**config.mk**
```make
export PLATFORM = sky130hd
export DESIGN_NAME = load_streamer
export DESIGN_NICKNAME = d
export VERILOG_FILES = /design/src/streamer_pkg.sv /design/src/streamer_if.sv /design/src/load_streamer.sv /design/src/load_castin.sv /design/src/load_fifo.sv /design/src/load_requester.sv
export VERILOG_INCLUDE_DIRS = /design/src
export SDC_FILE = /design/constraint.sdc
export NUM_CORES = 1
export LEC_CHECK = 0
export ABC_AREA = 1
export BUFFER_PORTS_ARGS = -buffer_cell sky130_fd_sc_hd__buf_2
export CAP_MARGIN = 10
export CORE_ASPECT_RATIO = 0.9
export CORE_MARGIN = 2
export CORE_UTILIZATION = 40
export DETAILED_ROUTE_END_ITERATION = 8
export PLACE_DENSITY = 0.65
export SETUP_SLACK_MARGIN = 0.05
export SLEW_MARGIN = 20
export SYNTH_ARGS = -nofsm -noshare
export SYNTH_HDL_FRONTEND = slang
export SYNTH_SLANG_ARGS = --single-unit
export TNS_END_PERCENT = 20
```
**constraint.sdc**
```tcl
create_clock -name clk_i -period 4.7 [get_ports clk_i]
set_input_delay 0.235 -clock clk_i [delete_from_list [all_inputs] [get_ports clk_i]]
set_output_delay 0.235 -clock clk_i [all_outputs]
set_load 0.01 [all_outputs]
```
**src/streamer_cfg.svh**
```systemverilog
// Load streamer configuration macros for word, address, length and FIFO sizing
`ifndef STREAMER_CFG_SVH
`define STREAMER_CFG_SVH

// Memory and stream word width in bits
`define WORD_W 32

// Word address width
`define ADDR_W 16

// Job length width, one job moves 1 to 255 words
`define LEN_W 8

// Load FIFO entries
// Also the number of read credits, must be a power of two
`define FIFO_DEPTH 4

`endif
```
**src/streamer_pkg.sv**
```systemverilog
// Load streamer package with the FP element types and the memory word views
`include "streamer_cfg.svh"

package streamer_pkg;

  // Half precision element
  typedef logic [15:0] fp16_t;

  // FP8 element in E5M2 format
  // Same exponent layout as FP16, so the cast is a plain shift
  typedef logic [7:0] fp8_t;

  // One memory word, seen as raw bits, two FP16 or four FP8 elements
  // Element 0 sits in the low bits in both element views
  typedef union packed {
    logic [`WORD_W-1:0]        raw;
    fp16_t [`WORD_W/16-1:0]    fp16;
    fp8_t  [`WORD_W/8-1:0]     fp8;
  } mem_word_u;

endpackage

```
**src/streamer_if.sv**
```systemverilog
// Internal links of the load streamer: credit-based word push and valid/ready stream
`include "streamer_cfg.svh"

// Requester to FIFO link
// Words arrive without back-pressure, space is reserved by credits
interface credit_word_if
  import streamer_pkg::*;
();

  logic      valid;
  mem_word_u data;
  logic      last;
  // One pulse per freed FIFO entry
  logic      credit;

  modport requester (
    output valid,
    output data,
    output last,
    input  credit
  );

  modport fifo (
    input  valid,
    input  data,
    input  last,
    output credit
  );

endinterface

// FIFO to cast stage link, plain valid/ready handshake
interface stream_word_if
  import streamer_pkg::*;
();

  logic      valid;
  mem_word_u data;
  logic      last;
  logic      ready;

  modport source (
    output valid,
    output data,
    output last,
    input  ready
  );

  modport sink (
    input  valid,
    input  data,
    input  last,
    output ready
  );

endinterface

```
**src/load_streamer.sv**
```systemverilog
// Load streamer top: memory read requester, load FIFO and input cast
`include "streamer_cfg.svh"

module load_streamer (
  input  logic                clk_i,
  input  logic                rst_n_i,
  // Job descriptor
  input  logic                start_i,
  input  logic [`ADDR_W-1:0]  base_addr_i,
  input  logic [`LEN_W-1:0]   length_i,
  input  logic                cast_i,
  // Memory read port
  output logic                mem_req_o,
  output logic [`ADDR_W-1:0]  mem_addr_o,
  input  logic                mem_gnt_i,
  input  logic                mem_r_valid_i,
  input  logic [`WORD_W-1:0]  mem_r_data_i,
  // Output stream
  output logic                out_valid_o,
  output logic [`WORD_W-1:0]  out_data_o,
  output logic                out_last_o,
  input  logic                out_ready_i,
  output logic                done_o
);

  credit_word_if rd_chan ();
  stream_word_if ld_stream ();

  // Producer, issues reads against its credits
  load_requester i_requester (
    .clk_i         ( clk_i         ),
    .rst_n_i       ( rst_n_i       ),
    .start_i       ( start_i       ),
    .base_addr_i   ( base_addr_i   ),
    .length_i      ( length_i      ),
    .mem_req_o     ( mem_req_o     ),
    .mem_addr_o    ( mem_addr_o    ),
    .mem_gnt_i     ( mem_gnt_i     ),
    .mem_r_valid_i ( mem_r_valid_i ),
    .mem_r_data_i  ( mem_r_data_i  ),
    .chan_o        ( rd_chan       )
  );

  // Buffer between the memory and the cast
  load_fifo i_fifo (
    .clk_i   ( clk_i     ),
    .rst_n_i ( rst_n_i   ),
    .push_i  ( rd_chan   ),
    .pop_o   ( ld_stream )
  );

  // Consumer, drives the output stream
  load_castin i_castin (
    .clk_i       ( clk_i       ),
    .rst_n_i     ( rst_n_i     ),
    .cast_i      ( cast_i      ),
    .in_i        ( ld_stream   ),
    .out_valid_o ( out_valid_o ),
    .out_data_o  ( out_data_o  ),
    .out_last_o  ( out_last_o  ),
    .out_ready_i ( out_ready_i ),
    .done_o      ( done_o      )
  );

endmodule

```
**src/load_castin.sv**
```systemverilog
// Input cast stage: passes words or expands FP8 words into two FP16 beats
`include "streamer_cfg.svh"

module load_castin
  import streamer_pkg::*;
(
  input  logic                clk_i,
  input  logic                rst_n_i,
  input  logic                cast_i,
  stream_word_if.sink         in_i,
  output logic                out_valid_o,
  output logic [`WORD_W-1:0]  out_data_o,
  output logic                out_last_o,
  input  logic                out_ready_i,
  output logic                done_o
);

  logic      valid_q;
  mem_word_u word_q;
  logic      last_q;
  // Which half of the held word is on the output in cast mode
  logic      half_q;
  logic      done_q;
  logic      final_beat;
  logic      beat_done;
  logic      accept;
  mem_word_u cast_beat;

  // Pass mode has one beat per word, cast mode two
  assign final_beat = !cast_i || half_q;
  assign beat_done  = valid_q && out_ready_i && final_beat;
  // Take a new word when empty or when the held word leaves this cycle
  assign in_i.ready = !valid_q || (out_ready_i && final_beat);
  assign accept     = in_i.valid && in_i.ready;

  always_ff @(posedge clk_i) begin
    if (!rst_n_i) begin
      valid_q <= 1'b0;
      half_q  <= 1'b0;
    end else if (accept) begin
      valid_q <= 1'b1;
      half_q  <= 1'b0;
    end else if (valid_q && out_ready_i) begin
      if (final_beat) begin
        valid_q <= 1'b0;
      end else begin
        half_q <= 1'b1;
      end
    end
  end

  // Held payload
  always_ff @(posedge clk_i) begin
    if (accept) begin
      word_q <= in_i.data;
      last_q <= in_i.last;
    end
  end

  // E5M2 shares the FP16 exponent, so the byte becomes the upper half
  // Bytes 0 and 1 go first, then bytes 2 and 3
  always_comb begin
    cast_beat.fp16[0] = {word_q.fp8[{half_q, 1'b0}], 8'h00};
    cast_beat.fp16[1] = {word_q.fp8[{half_q, 1'b1}], 8'h00};
  end

  assign out_valid_o = valid_q;
  assign out_data_o  = cast_i ? cast_beat.raw : word_q.raw;
  assign out_last_o  = valid_q && last_q && final_beat;

  // Job end flag, one cycle after the last beat leaves
  always_ff @(posedge clk_i) begin
    if (!rst_n_i) begin
      done_q <= 1'b0;
    end else begin
      done_q <= beat_done && last_q;
    end
  end

  assign done_o = done_q;

endmodule

```
**src/load_fifo.sv**
```systemverilog
// Load FIFO buffering read words and returning one credit per pop
`include "streamer_cfg.svh"

module load_fifo
  import streamer_pkg::*;
(
  input  logic           clk_i,
  input  logic           rst_n_i,
  credit_word_if.fifo    push_i,
  stream_word_if.source  pop_o
);

  localparam int unsigned PTR_W = $clog2(`FIFO_DEPTH);
  localparam int unsigned CNT_W = $clog2(`FIFO_DEPTH + 1);

  // Word and last flag storage
  mem_word_u        data_mem [`FIFO_DEPTH];
  logic             last_mem [`FIFO_DEPTH];
  logic [PTR_W-1:0] wr_ptr_q;
  logic [PTR_W-1:0] rd_ptr_q;
  logic [CNT_W-1:0] count_q;
  logic             pop_fire;

  // Head entry is presented as soon as it is written
  assign pop_o.valid = (count_q != '0);
  assign pop_o.data  = data_mem[rd_ptr_q];
  assign pop_o.last  = last_mem[rd_ptr_q];
  assign pop_fire    = pop_o.valid && pop_o.ready;

  // Freed slot goes straight back to the requester
  assign push_i.credit = pop_fire;

  // The requester reserves the space before it reads, so a push finds a free slot
  always_ff @(posedge clk_i) begin
    if (push_i.valid) begin
      data_mem[wr_ptr_q] <= push_i.data;
      last_mem[wr_ptr_q] <= push_i.last;
    end
  end

  // Pointers wrap on their own since the depth is a power of two
  always_ff @(posedge clk_i) begin
    if (!rst_n_i) begin
      wr_ptr_q <= '0;
      rd_ptr_q <= '0;
      count_q  <= '0;
    end else begin
      if (push_i.valid) begin
        wr_ptr_q <= wr_ptr_q + 1'b1;
      end
      if (pop_fire) begin
        rd_ptr_q <= rd_ptr_q + 1'b1;
      end
      case ({push_i.valid, pop_fire})
        2'b10:   count_q <= count_q + 1'b1;
        2'b01:   count_q <= count_q - 1'b1;
        default: count_q <= count_q;
      endcase
    end
  end

endmodule

```
**src/load_requester.sv**
```systemverilog
// Load requester: job control, read address generation and credit accounting
`include "streamer_cfg.svh"

module load_requester
  import streamer_pkg::*;
(
  input  logic                clk_i,
  input  logic                rst_n_i,
  input  logic                start_i,
  input  logic [`ADDR_W-1:0]  base_addr_i,
  input  logic [`LEN_W-1:0]   length_i,
  output logic                mem_req_o,
  output logic [`ADDR_W-1:0]  mem_addr_o,
  input  logic                mem_gnt_i,
  input  logic                mem_r_valid_i,
  input  mem_word_u           mem_r_data_i,
  credit_word_if.requester    chan_o
);

  // Enough bits to hold a full credit count
  localparam int unsigned CRED_W = $clog2(`FIFO_DEPTH + 1);

  logic               busy_q;
  logic [`ADDR_W-1:0] addr_q;
  logic [`LEN_W-1:0]  req_left_q;
  logic [`LEN_W-1:0]  rsp_left_q;
  logic [CRED_W-1:0]  credits_q;
  logic [CRED_W-1:0]  credits_d;
  logic               gnt_fire;
  logic               rsp_fire;
  logic               rsp_valid_q;
  mem_word_u          rsp_data_q;
  logic               rsp_last_q;

  // Request only with words left and a free FIFO slot reserved
  // Both terms only drop on a grant, so the request holds until granted
  assign mem_req_o  = busy_q && (req_left_q != '0) && (credits_q != '0);
  assign mem_addr_o = addr_q;
  assign gnt_fire   = mem_req_o && mem_gnt_i;
  // Stray responses outside a job are dropped
  assign rsp_fire   = busy_q && mem_r_valid_i;

  // Job state, start is ignored while busy
  always_ff @(posedge clk_i) begin
    if (!rst_n_i) begin
      busy_q     <= 1'b0;
      req_left_q <= '0;
      rsp_left_q <= '0;
    end else if (!busy_q) begin
      if (start_i) begin
        busy_q     <= 1'b1;
        req_left_q <= length_i;
        rsp_left_q <= length_i;
      end
    end else begin
      if (gnt_fire) begin
        req_left_q <= req_left_q - 1'b1;
      end
      if (rsp_fire) begin
        rsp_left_q <= rsp_left_q - 1'b1;
        // Final response closes the job
        if (rsp_left_q == `LEN_W'(1)) begin
          busy_q <= 1'b0;
        end
      end
    end
  end

  // Address walks up one word per grant
  always_ff @(posedge clk_i) begin
    if (!busy_q && start_i) begin
      addr_q <= base_addr_i;
    end else if (gnt_fire) begin
      addr_q <= addr_q + 1'b1;
    end
  end

  // Spend on grant, refund on FIFO pop, both may happen together
  always_comb begin
    credits_d = credits_q;
    if (gnt_fire && !chan_o.credit) begin
      credits_d = credits_q - 1'b1;
    end else if (!gnt_fire && chan_o.credit) begin
      credits_d = credits_q + 1'b1;
    end
  end

  always_ff @(posedge clk_i) begin
    if (!rst_n_i) begin
      credits_q <= CRED_W'(`FIFO_DEPTH);
    end else begin
      credits_q <= credits_d;
    end
  end

  // Response register toward the FIFO
  always_ff @(posedge clk_i) begin
    if (!rst_n_i) begin
      rsp_valid_q <= 1'b0;
    end else begin
      rsp_valid_q <= rsp_fire;
    end
  end

  always_ff @(posedge clk_i) begin
    if (rsp_fire) begin
      rsp_data_q <= mem_r_data_i;
      rsp_last_q <= (rsp_left_q == `LEN_W'(1));
    end
  end

  assign chan_o.valid = rsp_valid_q;
  assign chan_o.data  = rsp_data_q;
  assign chan_o.last  = rsp_last_q;

endmodule

```
# Word-level counts from Yosys, hierarchy flattened
# Memory sizes are Yosys's and may differ from the RTL's. A register that Yosys moved wholly into a read port is not among the register bits.
# Cells that the tools add are included.
[totals] out_inout_bits=52 memories=2 ff_bits=80 input_bits=63 ram_bits=132 elab_cells=93
[mem_list] name="i_fifo.data_mem" words=4 word_bits=32 rd=1 rd_clocked_by_memory_dff=1 write_ports=1 line="load_fifo.sv:17" text="mem_word_u data_mem [`FIFO_DEPTH];"
[mem_list] name="i_fifo.last_mem" words=4 word_bits=1 rd=1 rd_clocked_by_memory_dff=1 write_ports=1 line="load_fifo.sv:18" text="logic last_mem [`FIFO_DEPTH];"
[op_classes] n_eq_ne=5 n_bitwise=2 reduce_logical=35 add_sub_neg=9 n_mux=24 magnitude_cmp=2
[ops] op="8-bit 2-to-1 mux" n=9
[ops] op="16-bit 2-to-1 mux" n=2
[ops] op="32-bit 2-to-1 mux" n=1
[ops] op="16-bit by 1-bit adder with 16-bit output (second input constant)" n=1
[ops] op="8-bit by 1-bit subtractor with 8-bit output (second input constant)" n=2
[ops] op="1-bit logical AND" n=14
[ops] op="2-bit nonzero test" n=6
[ops] op="1-bit 2-to-1 mux" n=9
[ops] op="8-bit by 1-bit == test with 1-bit output (second input constant)" n=1
[ops] op="2-bit AND reduction" n=4
[ops] op="8-bit nonzero test" n=1
[ops] op="3-bit by 1-bit adder with 3-bit output (second input constant)" n=2
[ops] op="2-bit by 3-bit < comparator with 1-bit output (second input constant)" n=2
[ops] op="3-bit 2-to-1 mux" n=2
[ops] op="3-bit case mux with 2 select lines" n=1
[ops] op="3-bit nonzero test" n=2
[ops] op="3-bit by 1-bit subtractor with 3-bit output (second input constant)" n=2
[ops] op="1-bit logical NOT" n=5
[ops] op="2-bit by 1-bit adder with 2-bit output (second input constant)" n=2
[ops] op="2-bit inequality test (second input constant)" n=2
[ops] op="2-bit by 1-bit == test with 1-bit output (second input constant)" n=1
[ops] op="2-bit == test (second input constant)" n=1
[ops] op="1-bit logical OR" n=2
[ops] op="1-bit inverter" n=2
[ops] op="2-bit OR reduction" n=1

# Depth between registers and ports, before layout
# Gate-level depths: netlist (run 1).
[logic_depth] word_depth=8 ltp_mapped=15 depth_no_buf=15

# Hierarchy
# From an unflattened synthesis (run 1), not the netlist that was laid out.
[hier_totals] hier_cells=874 area_unflattened_um2=10241.1
[by_module_without_submodules] module="load_fifo" seq_area_each_um2=4144.0 area_per_inst_um2=5386.4 cells_each=384 n_inst=1
[by_module_without_submodules] module="load_requester" seq_area_each_um2=1891.8 area_per_inst_um2=3245.6 cells_each=349 n_inst=1
[by_module_without_submodules] module="load_castin" seq_area_each_um2=1051.0 area_per_inst_um2=1609.0 cells_each=141 n_inst=1

# Least setup slack after synthesis (run 1)
# Ideal clock, no wire load.
[synth_path] path_kind="register to register" startpoint="register i_castin.half_q" endpoint="register i_fifo.count_q[2]" synth_period_minus_slack_ps=2496 setup_ps=122 required_time_ps=4578 t_arrival_ps=2374 stages_incl_launch_ff=13 n_path_buf=1 slack_ps=2204 cell_sequence="dfxtp_1 > buf_6 > inv_4 > nand2_8 > nand2_4 > a21oi_4 > ha_1 > inv_1 > fa_1 > a21oi_1 > o21ai_0 > o21ai_0 > a21oi_1"
[synth_via] elab_chain_cells=6 word_cells_on_any_way=8 classes_between="2 x eq/ne; 1 x mux; 5 x reduce/logical"
[synth_rtl] element="start, declared" line="load_castin.sv:22" text="logic half_q;"
[synth_rtl] element="start signal, assigned" line="load_castin.sv:39" text="half_q <= 1'b0;"
[synth_rtl] element="start signal, assigned" line="load_castin.sv:42" text="half_q <= 1'b0;"
[synth_rtl] element="start signal, assigned" line="load_castin.sv:47" text="half_q <= 1'b1;"
[synth_rtl] element="1-bit logical OR *" line="load_castin.sv:30" text="assign final_beat = !cast_i || half_q;"
[synth_rtl] element="1-bit logical AND *" line="load_castin.sv:33" text="assign in_i.ready = !valid_q || (out_ready_i && final_beat);"
[synth_rtl] element="1-bit logical OR *" line="load_castin.sv:33"
[synth_rtl] element="1-bit logical AND *"
[synth_rtl] element="via i_castin.accept" line="load_castin.sv:26" text="logic accept;"
[synth_rtl] element="2-bit by 1-bit == test with 1-bit output or 2-bit == test (tied branches)" line="load_fifo.sv:54" text="case ({push_i.valid, pop_fire})"
[synth_rtl] element="3-bit case mux with 2 select lines or 2-bit nonzero test (tied branches)"
[synth_rtl] element="end signal, assigned" line="load_fifo.sv:55" text="2'b10: count_q <= count_q + 1'b1;"
[synth_rtl] element="end signal, assigned" line="load_fifo.sv:56" text="2'b01: count_q <= count_q - 1'b1;"
[synth_rtl] element="end signal, assigned" line="load_fifo.sv:57" text="default: count_q <= count_q;"
[synth_rtl] element="end, declared" line="load_fifo.sv:21" text="logic [CNT_W-1:0] count_q;"
# Mark *: on every way through the listed nets, which the timed path passes. The rest lies on a longest branch.
# A chain may end at the register's enable or synchronous reset.

# Worst setup path in the final report (run 1)
# Same ends and word-level chain as after synthesis.

==> impl_metrics.json, run 1 <==
{
  "wl_per_cell_um": 15.69,
  "finalSetupTns_ns": 0,
  "vias_per_cell": 4.876,
  "syn2layout_area_growth_pct": 22.40,
  "fin_worst_skew_ns": 0.02068,
  "synth-seq-cells": 245,
  "synth_area_leader_cell": "edfxtp_1",
  "synthTopCellsByArea": "edfxtp_1 (64%), dfxtp_1 (6.1%), o21ai_0 (5.8%), nor2_1 (4.7%), nand2_1 (3.8%)",
  "ir_drop_mv": 0.3445,
  "postCtsHoldBufs": 44,
  "cpPeakStageDelay_ns": 0.65,
  "ys_warn_count": 0,
  "final_nets": 1108,
  "cts.repair_timing.setup_buffer_count": 0,
  "cp.arrival_ns": 3.15,
  "cp_slowest_cell": "dfxtp_1",
  "grt_use_total": 0.1664,
  "syn_nets": 947,
  "cp-start-kind": "flop",
  "drtIter0Drc": 585,
  "synth_ff_type": "edfxtp_1",
  "final_hold_viol_count": 0,
  "criticalPathCategory": "flop to flop",
  "finalPower_mw": 6.532,
  "layout_worst_path_cycle_share": 0.5815,
  "cts-root-buf": "clkbuf_16",
  "drive_gt1_frac": 0.1882,
  "dr_total_vias": 6797,
  "dieArea_um2": 26570,
  "drt.antenna.violating_nets": 0,
  "cts_resized": 0,
  "grt_max_degree": 69,
  "swShare": 0.3055,
  "synth_edf_count": 214,
  "worstPathRequired_ns": 5.12,
  "slew_violations": 0,
  "clock_path_buffers": 3,
  "setup_viol": 0,
  "cts_buffers": 26,
  "rsz0062_at_grt": "false",
  "cts_tree": "done",
  "drv_cap": 0,
  "clock-sinks": 245,
  "clk_pin_slew_ns": 0.06,
  "wl_um": 21870,
  "netlist_area_um2": 10110,
  "fp.dieW_um": 171.6,
  "initial_core_util": 0.4048,
  "p_leak_nw": 4.801,
  "final_area_um2": 12380,
  "cp_max_fo": 18,
  "synth.distinct_cells": 40,
  "row_count": 55,
  "ys_seq_area_frac": 0.6969,
  "fin_crit_ns": 2.733,
  "worst_skew_pair.late_latency_ns": 0.54,
  "clkPwrFrac": 0.337,
  "grt_pass1_wl_um": 34320,
  "drc": 0,
  "hold_slack_ns": 0.01398,
  "p_switching_mw": 1.995,
  "grt_pass1_vias": 6551,
  "p_comb_frac": 0.225,
  "place_area_um2": 10990,
  "synth-async-reset-ratio": 0,
  "p_int_mw": 4.537,
  "yosysTopAreaCellShare": 0.6356,
  "grt.overflow.total": 0,
  "path_cells": "inv_4 -> nand2_8 -> nand2_4 -> a21oi_4 -> ha_1 -> inv_1 -> fa_1 -> a21oi_1 -> o21ai_0 -> o21ai_0 -> a21oi_1",
  "io_buffers": 114,
  "status": "complete, no violations",
  "netlist_instances": 871,
  "crit_path_end_kind": "flop",
  "pwr-share-seq": 0.438,
  "fmaxAchievable_mhz": 365.9,
  "syn_avg_cell_area_um2": 11.61,
  "relSlewSlack": 0.5313,
  "htreeDepth": 1,
  "antenna_found_initial": 0,
  "power_per_cell_area_nw_per_um2": 527.8,
  "hp-class": "primary input to flop",
  "place_congestion": 0.8533,
  "ioPinCount": 115,
  "fp.coreArea_um2": 24980,
  "ys_top_cells_by_count": "edfxtp_1 (214), nor2_1 (126), o21ai_0 (118), nand2_1 (103), inv_1 (77)",
  "die_h_um": 154.8,
  "post-synth-top-count-cell": "edfxtp_1",
  "worst_pin_slew_ns": 0.7031,
  "first_pass_iters": 4,
  "dpl.hpwl_um": 13130,
  "n_antenna_cell": 0
}
[per-layer routing]
| metal | vias up | GRT usage | part of all wire |
|---|---|---|---|
| li1 | 3369 | - | - |
| met1 | 3220 | 0.2220 | 0.44 |
| met2 | 161 | 0.2737 | 0.48 |
| met3 | 47 | 0.02303 | 0.040 |
| met4 | 0 | 0.06981 | 0.034 |
| met5 | - | 0 | 0 |
[kinds of logic after synthesis]
family,after synthesis,synth area share
buffers and inverters,119,0.05036
DFF,245,0.6969
adders and majority gates,13,0.01757
and+or+nand+nor,288,0.1245
xor gates and xnor gates,5,0.004331
AOI/OAI and AO/OA,201,0.1063
[cell type report]
class / count / area, µm²
well taps: 342 / 427.9
fillers: 2179 / 12600
clock inverters: 19 / 279.0
clock buffers: 29 / 661.9
inverters: 84 / 317.8
flip-flops and latches: 245 / 7048
repair buffers: 168 / 1086
multi-input cells: 507 / 2555
[through the flow]
| stage | worst slack [ns] | util | instances |
|---|---|---|---|
| detailed placement | 1.996 | 0.4401 | 1302 |
| CTS | 1.984 | 0.4954 | 1394 |
| finish | 1.967 | 0.4954 | 1394 |
| floorplan | 2.204 | - | 871 |
| global placement | 2.098 | 0.4401 | 1302 |
| global route | 1.769 | 0.4954 | 1394 |
[power by group through the flow]
stage	Clock (mW)	Combinational, mW	Sequential (mW)
2_1_floorplan	0	0.945	2.86
3_3_place_gp	0	1.40	2.90
3_5_place_dp	0	1.44	2.91
4_1_cts	2.24	1.48	2.86
5_1_grt	2.32	1.64	2.89
6_report	2.20	1.47	2.86
[registers in the layout (all words and copies together), names as in the netlist]
name	flops
i_requester.req_left_q	8
i_requester.chan_o.last	1
i_castin.out_valid_o	1
i_castin.done_o	1
i_fifo.rd_ptr_q	2
i_requester.chan_o.valid	1
i_requester.mem_addr_o	16
i_requester.rsp_left_q	8
i_requester.busy_q	1
i_castin.half_q	1
i_fifo.last_mem	4
i_fifo.count_q	3
i_fifo.wr_ptr_q	2
i_requester.credits_q	3
i_requester.chan_o.data	32
i_fifo.data_mem	128
i_castin.word_q	32
i_castin.last_q	1
[critical path: cells and delay by family, from the launching register on]
family	cells	cell delay, ns
AOI/OAI and AO/OA	5	0.95
adders and majority gates	2	0.64
buffers and inverters	2	0.17
DFF	1	0.65
and+or+nand+nor	2	0.20
[worst paths after layout]
path | slack, ns | depth (start not counted) | from | endpoint
setup / recovery | 1.97 | 11 | i_castin.half_q | i_fifo.count_q[2]
hold / removal | 0.01 | 3 | base_addr_i[2] | i_requester.mem_addr_o[2]
setup reg to reg | 1.97 | 11 | i_castin.half_q | i_fifo.count_q[2]
hold reg to reg | 0.48 | 1 | i_fifo.count_q[0] | i_fifo.count_q[0]
[layout by cell type, fill, tap and decap left out, types with 11 or more instances in the layout]
cell and count:
a21oi_1 31, buf_2 114, clkbuf_16 26, dfxtp_1 30, dlygate4sd3_1 44, edfxtp_1 214
ha_1 11, inv_1 76, nand2_1 103, nand3_1 25, nor2_1 126, o21ai_0 118
o22ai_1 33
Note: power is estimated with default switching activity, not from simulation.
==> inputs of run 2 (changes only) <==
==> constraint.sdc (replaced) <==
create_clock -name clk_i -period 2.6 [get_ports clk_i]
set_input_delay 0.13 -clock clk_i [delete_from_list [all_inputs] [get_ports clk_i]]
set_output_delay 0.13 -clock clk_i [all_outputs]
set_load 0.01 [all_outputs]
==> run 2 against run 1 <==
Against the previous run:
- clock-buffer cell count up 7
- total power up 77%
- global-route usage down 0.29 points
- sequential share of layout area down 0.35 points
- die area unchanged
- combinational power up 80%
- setup slack worse by 1.5 ns
- critical path depth up 3
- non-clock buffer count up 16
- core utilization up 0.31 points
- highest routed layer unchanged
==> impl_metrics.json, run 2 (synthesized netlist as in run 1, its figures left out) <==
{
  "final_hold_viol_count": 0,
  "largest_reg_flops": 128,
  "grt_max_degree": 68,
  "fmaxAchievable_mhz": 471.7,
  "postCtsHoldBufs": 55,
  "grt_pass1_wl_um": 34090,
  "die_h_um": 154.8,
  "clock_path_buffers": 3,
  "drc": 0,
  "final_common_cell": "edfxtp_1",
  "clkPwrFrac": 0.324,
  "grt_pass1_vias": 6416,
  "vias_per_cell": 4.916,
  "clk_pin_slew_ns": 0.06,
  "cp_max_fo": 7,
  "grt.overflow.total": 0,
  "fp.dieW_um": 171.6,
  "power_per_cell_area_nw_per_um2": 926.4,
  "dieArea_um2": 26570,
  "clock-sinks": 245,
  "worst_skew_pair.late_latency_ns": 0.53,
  "status": "complete, no violations",
  "final_area_um2": 12450,
  "crit_path_start": "i_requester.req_left_q[0]",
  "layout_worst_path_cycle_share": 0.8154,
  "fp.coreArea_um2": 24980,
  "drive_gt1_frac": 0.1839,
  "place_inst": 1307,
  "hp-start": "length_i[1]",
  "cts_resized": 0,
  "fin_crit_ns": 2.120,
  "cpPeakStageDelay_ns": 0.38,
  "worst_pin_slew_ns": 0.6856,
  "place_area_um2": 11030,
  "worstPathRequired_ns": 3.01,
  "crit_path_end_kind": "flop",
  "layout_common_cells": "edfxtp_1 (214), nor2_1 (126), o21ai_0 (118)",
  "relSlewSlack": 0.5429,
  "finalPower_mw": 11.53,
  "first_pass_iters": 4,
  "hp-class": "primary input to flop",
  "ir_drop_mv": 0.5641,
  "place_congestion": 0.8337,
  "dpl.hpwl_um": 13320,
  "row_count": 55,
  "ioPinCount": 115,
  "antenna_found_initial": 0,
  "rsz0062_at_grt": "false",
  "finalSetupTns_ns": 0,
  "grt_use_total": 0.1635,
  "cp_num_buf_inv": 3,
  "criticalPathCategory": "flop to flop",
  "htreeDepth": 1,
  "wl_per_cell_um": 15.52,
  "fillCellCount": 2160,
  "cp_slowest_cell": "fa_1",
  "p_int_mw": 8.046,
  "path_cells": "inv_1 -> ha_1 -> nand2_1 -> nor2_1 -> nand2_2 -> nand3_4 -> inv_1 -> ha_1 -> inv_1 -> fa_1 -> nor2_1 -> nor2_1 -> a21oi_1 -> o21ai_0",
  "syn2layout_area_growth_pct": 23.15,
  "io_buffers": 114,
  "p_switching_mw": 3.489,
  "n_antenna_cell": 0,
  "fin_util": 0.4985,
  "regMostFlops": "i_fifo.data_mem",
  "p_leak_nw": 4.843,
  "cts-root-buf": "clkbuf_16",
  "drv_cap": 0,
  "initial_core_util": 0.4048,
  "setup_viol": 0,
  "p_comb_frac": 0.229,
  "cts_tree": "done",
  "cts.repair_timing.setup_buffer_count": 0,
  "final_nets": 1123,
  "dr_total_vias": 6922,
  "slew_violations": 0,
  "cts_buffers": 25,
  "r2r-start": "i_requester.req_left_q[0]",
  "drtIter0Drc": 400,
  "cp-start-kind": "flop",
  "drt.antenna.violating_nets": 0,
  "wl_um": 21860,
  "fin_cells": 1408,
  "pwr-share-seq": 0.447,
  "fin_worst_skew_ns": 0.006681,
  "cp_top_family": "adder cells",
  "cp.arrival_ns": 2.53,
  "swShare": 0.3025
}
-- run 2: changes by cell type in the layout (fill, tap and decap cells not counted), sizes merged --
cell         change
clkbuf           +7
bufinv           -2
buf              +5
dlygate4sd3     +11
clkinvlp         -3
clkinv           -4
-- run 2: stage by stage --
step,hold WS (ns),setup WS [ns]
finish,0.03949,0.4799
floorplan,0.2289,0.1037
global placement,0.3060,0.5713
CTS,0.01115,0.4793
detailed placement,0.3081,0.5160
global route,0.05435,0.2659
-- run 2: worst reg2reg max path, cell delays in order, from the launching register on --
cell     delay [ns]
dfxtp_1        0.35
inv_1          0.09
ha_1           0.21
nand2_1        0.07
nor2_1         0.05
nand2_2        0.07
nand3_4        0.12
inv_1          0.09
ha_1           0.14
inv_1          0.06
fa_1           0.38
nor2_1         0.12
nor2_1         0.06
a21oi_1        0.10
o21ai_0        0.09
-- run 2: worst paths after layout --
path                            slack, ns                         to  cells past startpoint
worst max register to register       0.48   i_requester.credits_q[2]                     14
worst min-delay path                 0.04  i_requester.rsp_left_q[1]                      5
worst max-delay path                 0.48   i_requester.credits_q[2]                     14
worst min register to register       0.46          i_fifo.count_q[2]                      2
-- run 2: final cells by class --
| class | count | area, µm² | share of cell area |
|---|---|---|---|
| flip-flops and latches | 245 | 7048 | 0.5660 |
| inverters | 84 | 317.8 | 0.02552 |
| clock inverters | 10 | 172.7 | 0.01387 |
| repair buffers | 184 | 1234 | 0.09908 |
| multi-input cells | 507 | 2555 | 0.2052 |
| well taps | 342 | 427.9 | 0.03437 |
| clock buffers | 36 | 696.9 | 0.05597 |
-- run 2: power by group through the flow --
stage	Sequential, mW	Clock, mW	Combinational [mW]
after floorplan	5.17	0	1.71
after global placement	5.23	0	2.54
after detailed placement	5.24	0	2.59
after CTS	5.16	3.81	2.67
after global routing	5.20	3.96	2.96
final	5.16	3.74	2.64
-- run 2: metal layers --
metal,wire length [µm],track usage,up-vias
met3,926,0.02456,43
met1,9529,0.2154,3309
li1,-,-,3390
met5,0,0,-
met4,668,0.05892,0
met2,10730,0.2750,180
==> inputs of run 3 (changes only) <==
--- a/config.mk
+++ b/config.mk
@@ -13,7 +13,7 @@
 export CORE_MARGIN = 2
 export CORE_UTILIZATION = 40
 export DETAILED_ROUTE_END_ITERATION = 8
-export PLACE_DENSITY = 0.65
+export PLACE_DENSITY = 0.67
 export SETUP_SLACK_MARGIN = 0.05
 export SLEW_MARGIN = 20
 export SYNTH_ARGS = -nofsm -noshare
==> constraint.sdc (replaced) <==
create_clock -name clk_i -period 1.7 [get_ports clk_i]
set_input_delay 0.085 -clock clk_i [delete_from_list [all_inputs] [get_ports clk_i]]
set_output_delay 0.085 -clock clk_i [all_outputs]
set_load 0.01 [all_outputs]
==> run 3 against run 2 <==
Against the previous run:
- the flow now finishes with violations (negative setup slack)
- routed wire length is 2.6% higher
- clock-buffer cell count shrank 5
- combinational power up 76%
- register-to-register slack got worse by 0.59 ns
- maximum frequency rose by 17%
- largest cell class unchanged
==> impl_metrics.json, run 3 (synthesized netlist as in run 1, its figures left out) <==
{
  "status": "finished, violations left",
  "violations": "negative setup slack",
  "drv_cap": 0,
  "row_count": 55,
  "dieArea_um2": 26570,
  "power_per_cell_area_nw_per_um2": 1396,
  "cts_tree": "done",
  "clk_pin_slew_ns": 0.06,
  "antenna_found_initial": 0,
  "cpPeakStageDelay_ns": 0.34,
  "cp-start-kind": "flop",
  "wl_per_cell_um": 15.46,
  "layout_worst_path_cycle_share": 1.065,
  "r2r-start": "i_requester.req_left_q[1]",
  "crit_path_start": "i_requester.req_left_q[1]",
  "final_common_cell": "edfxtp_1",
  "ir_drop_mv": 0.8766,
  "drt.antenna.violating_nets": 0,
  "finalSetupTns_ns": -0.1546,
  "cp_num_buf_inv": 3,
  "place_ws_ns": -0.2714,
  "largest_reg_flops": 128,
  "worst_pin_slew_ns": 0.4766,
  "drc": 0,
  "top_layer": "met4",
  "cp_slowest_cell": "dfxtp_2",
  "worstPathRequired_ns": 2.12,
  "crit_cells": 14,
  "met1_length_um": 9299,
  "fillCellCount": 2121,
  "ff2ff_path_depth": 14,
  "grt_pass1_wl_um": 35010,
  "p_int_mw": 12.56,
  "crit_path_end_kind": "flop",
  "rsz0062_at_grt": "true",
  "dpl.hpwl_um": 13610,
  "hp-start": "mem_gnt_i",
  "regMostFlops": "i_fifo.data_mem",
  "wl_met3_um": 1098,
  "clock_path_buffers": 3,
  "p_switching_mw": 5.576,
  "layout_setup_ws_ns": -0.1104,
  "n_antenna_cell": 0,
  "path_cells": "inv_2 -> ha_4 -> nand2_2 -> nor2_2 -> nand2_2 -> nand3_4 -> inv_4 -> ha_4 -> inv_4 -> fa_2 -> nor2_2 -> nor2_2 -> a21oi_1 -> o21ai_1",
  "p_comb_frac": 0.257,
  "crit_top_cell": "nor2_2",
  "fin_worst_skew_ns": 0.01376,
  "cts-root-buf": "clkbuf_16",
  "ioPinCount": 115,
  "worst_skew_pair.late_latency_ns": 0.53,
  "grt.overflow.total": 0,
  "fp.dieW_um": 171.6,
  "rrSetupSlack_ns": -0.11,
  "cp_top_family": "adder cells",
  "final_hold_viol_count": 0,
  "first_pass_iters": 4,
  "grt_pass1_vias": 6822,
  "clkPwrFrac": 0.307,
  "initial_core_util": 0.4048,
  "swShare": 0.3075,
  "syn2layout_area_growth_pct": 28.47,
  "grt_max_degree": 54,
  "hp-class": "primary input to flop",
  "die_h_um": 154.8,
  "cp_max_fo": 2,
  "setup_viol": 2,
  "p_leak_nw": 5.058,
  "hold_depth": 5,
  "vias_per_cell": 4.848,
  "fin_crit_ns": 1.810,
  "pwr-share-seq": 0.437,
  "relSlewSlack": 0.6823,
  "fmaxAchievable_mhz": 552.4,
  "cts_buffers": 26,
  "clock-sinks": 245,
  "layout_common_cells": "edfxtp_1 (214), nor2_1 (123), buf_2 (114)",
  "htreeDepth": 1,
  "dr_wl_met2_um": 11320,
  "io_buffers": 114,
  "dr_total_vias": 7029,
  "cp.arrival_ns": 2.23,
  "wl_um": 22420,
  "slew_violations": 0,
  "grt_use_total": 0.1687,
  "criticalPathCategory": "flop to flop",
  "place_congestion": 0.8470,
  "fp.coreArea_um2": 24980,
  "final_nets": 1164,
  "drtIter0Drc": 589,
  "drive_gt1_frac": 0.2392
}
==> run 3: metrics by stage <==
stage / utilization / std cells / hold WS, ns / cell area (µm²) / power [mW]
detailed placement: 0.4540 / 1336 / 0.2631 / 11340 / 12.30
global placement: 0.4540 / 1336 / 0.2615 / 11340 / 12.17
CTS: 0.5160 / 1448 / 0.03576 / 12890 / 18.09
global route: 0.5200 / 1450 / 0.05477 / 12990 / 19.06
finish: 0.5200 / 1450 / 0.05733 / 12990 / 18.13
floorplan: - / 871 / 0.1839 / 10120 / 10.54
==> run 3: worst register-to-register path, delay by kind of cell (launching register included) <==
family	cells	cell delay [ns]
buf+inv	3	0.15
flops	1	0.34
fa+ha+maj	3	0.62
simple gates	6	0.42
compound gates	2	0.17
==> run 3: path summary, 6_finish.rpt <==
check                                   end
setup / recovery   i_requester.credits_q[2]
hold / removal     i_requester.credits_q[0]
setup reg to reg   i_requester.credits_q[2]
hold reg to reg   i_requester.rsp_left_q[2]
==> run 3: what timing repair did <==
| action | CTS | global route |
|---|---|---|
| buffers inserted | 3 | 2 |
| setup endpoints to repair | 22 | 31 |
| hold endpoints to repair | 71 | 0 |
| resized for setup | 25 | 28 |
| pin swaps | 12 | 8 |
| hold buffers | 61 | 0 |
| gates cloned | 0 | 0 |
==> run 3: power groups by stage <==
stage | Sequential (mW) | Combinational, mW | Clock [mW]
after global routing | 7.98 | 5.16 | 5.92
after floorplan | 7.91 | 2.62 | 0
after CTS | 7.89 | 4.53 | 5.67
after global placement | 7.98 | 4.20 | 0
final | 7.92 | 4.65 | 5.56
after detailed placement | 8.00 | 4.30 | 0
==> run 3: cell type report <==
| type | instances | area [µm²] | share of cell area |
|---|---|---|---|
| clock inverters | 17 | 171.4 | 0.01320 |
| well taps | 342 | 427.9 | 0.03294 |
| inverters | 84 | 322.8 | 0.02485 |
| repair buffers | 224 | 1652 | 0.1271 |
| multi-input cells | 507 | 2681 | 0.2064 |
| clock buffers | 31 | 679.4 | 0.05230 |
| flip-flops and latches | 245 | 7056 | 0.5432 |
==> run 3: routing by layer <==
metal	GRT usage	vias up
met4	0.06215	0
met1	0.2135	3321
met5	0	-
met2	0.2924	185
li1	-	3473
met3	0.02610	50
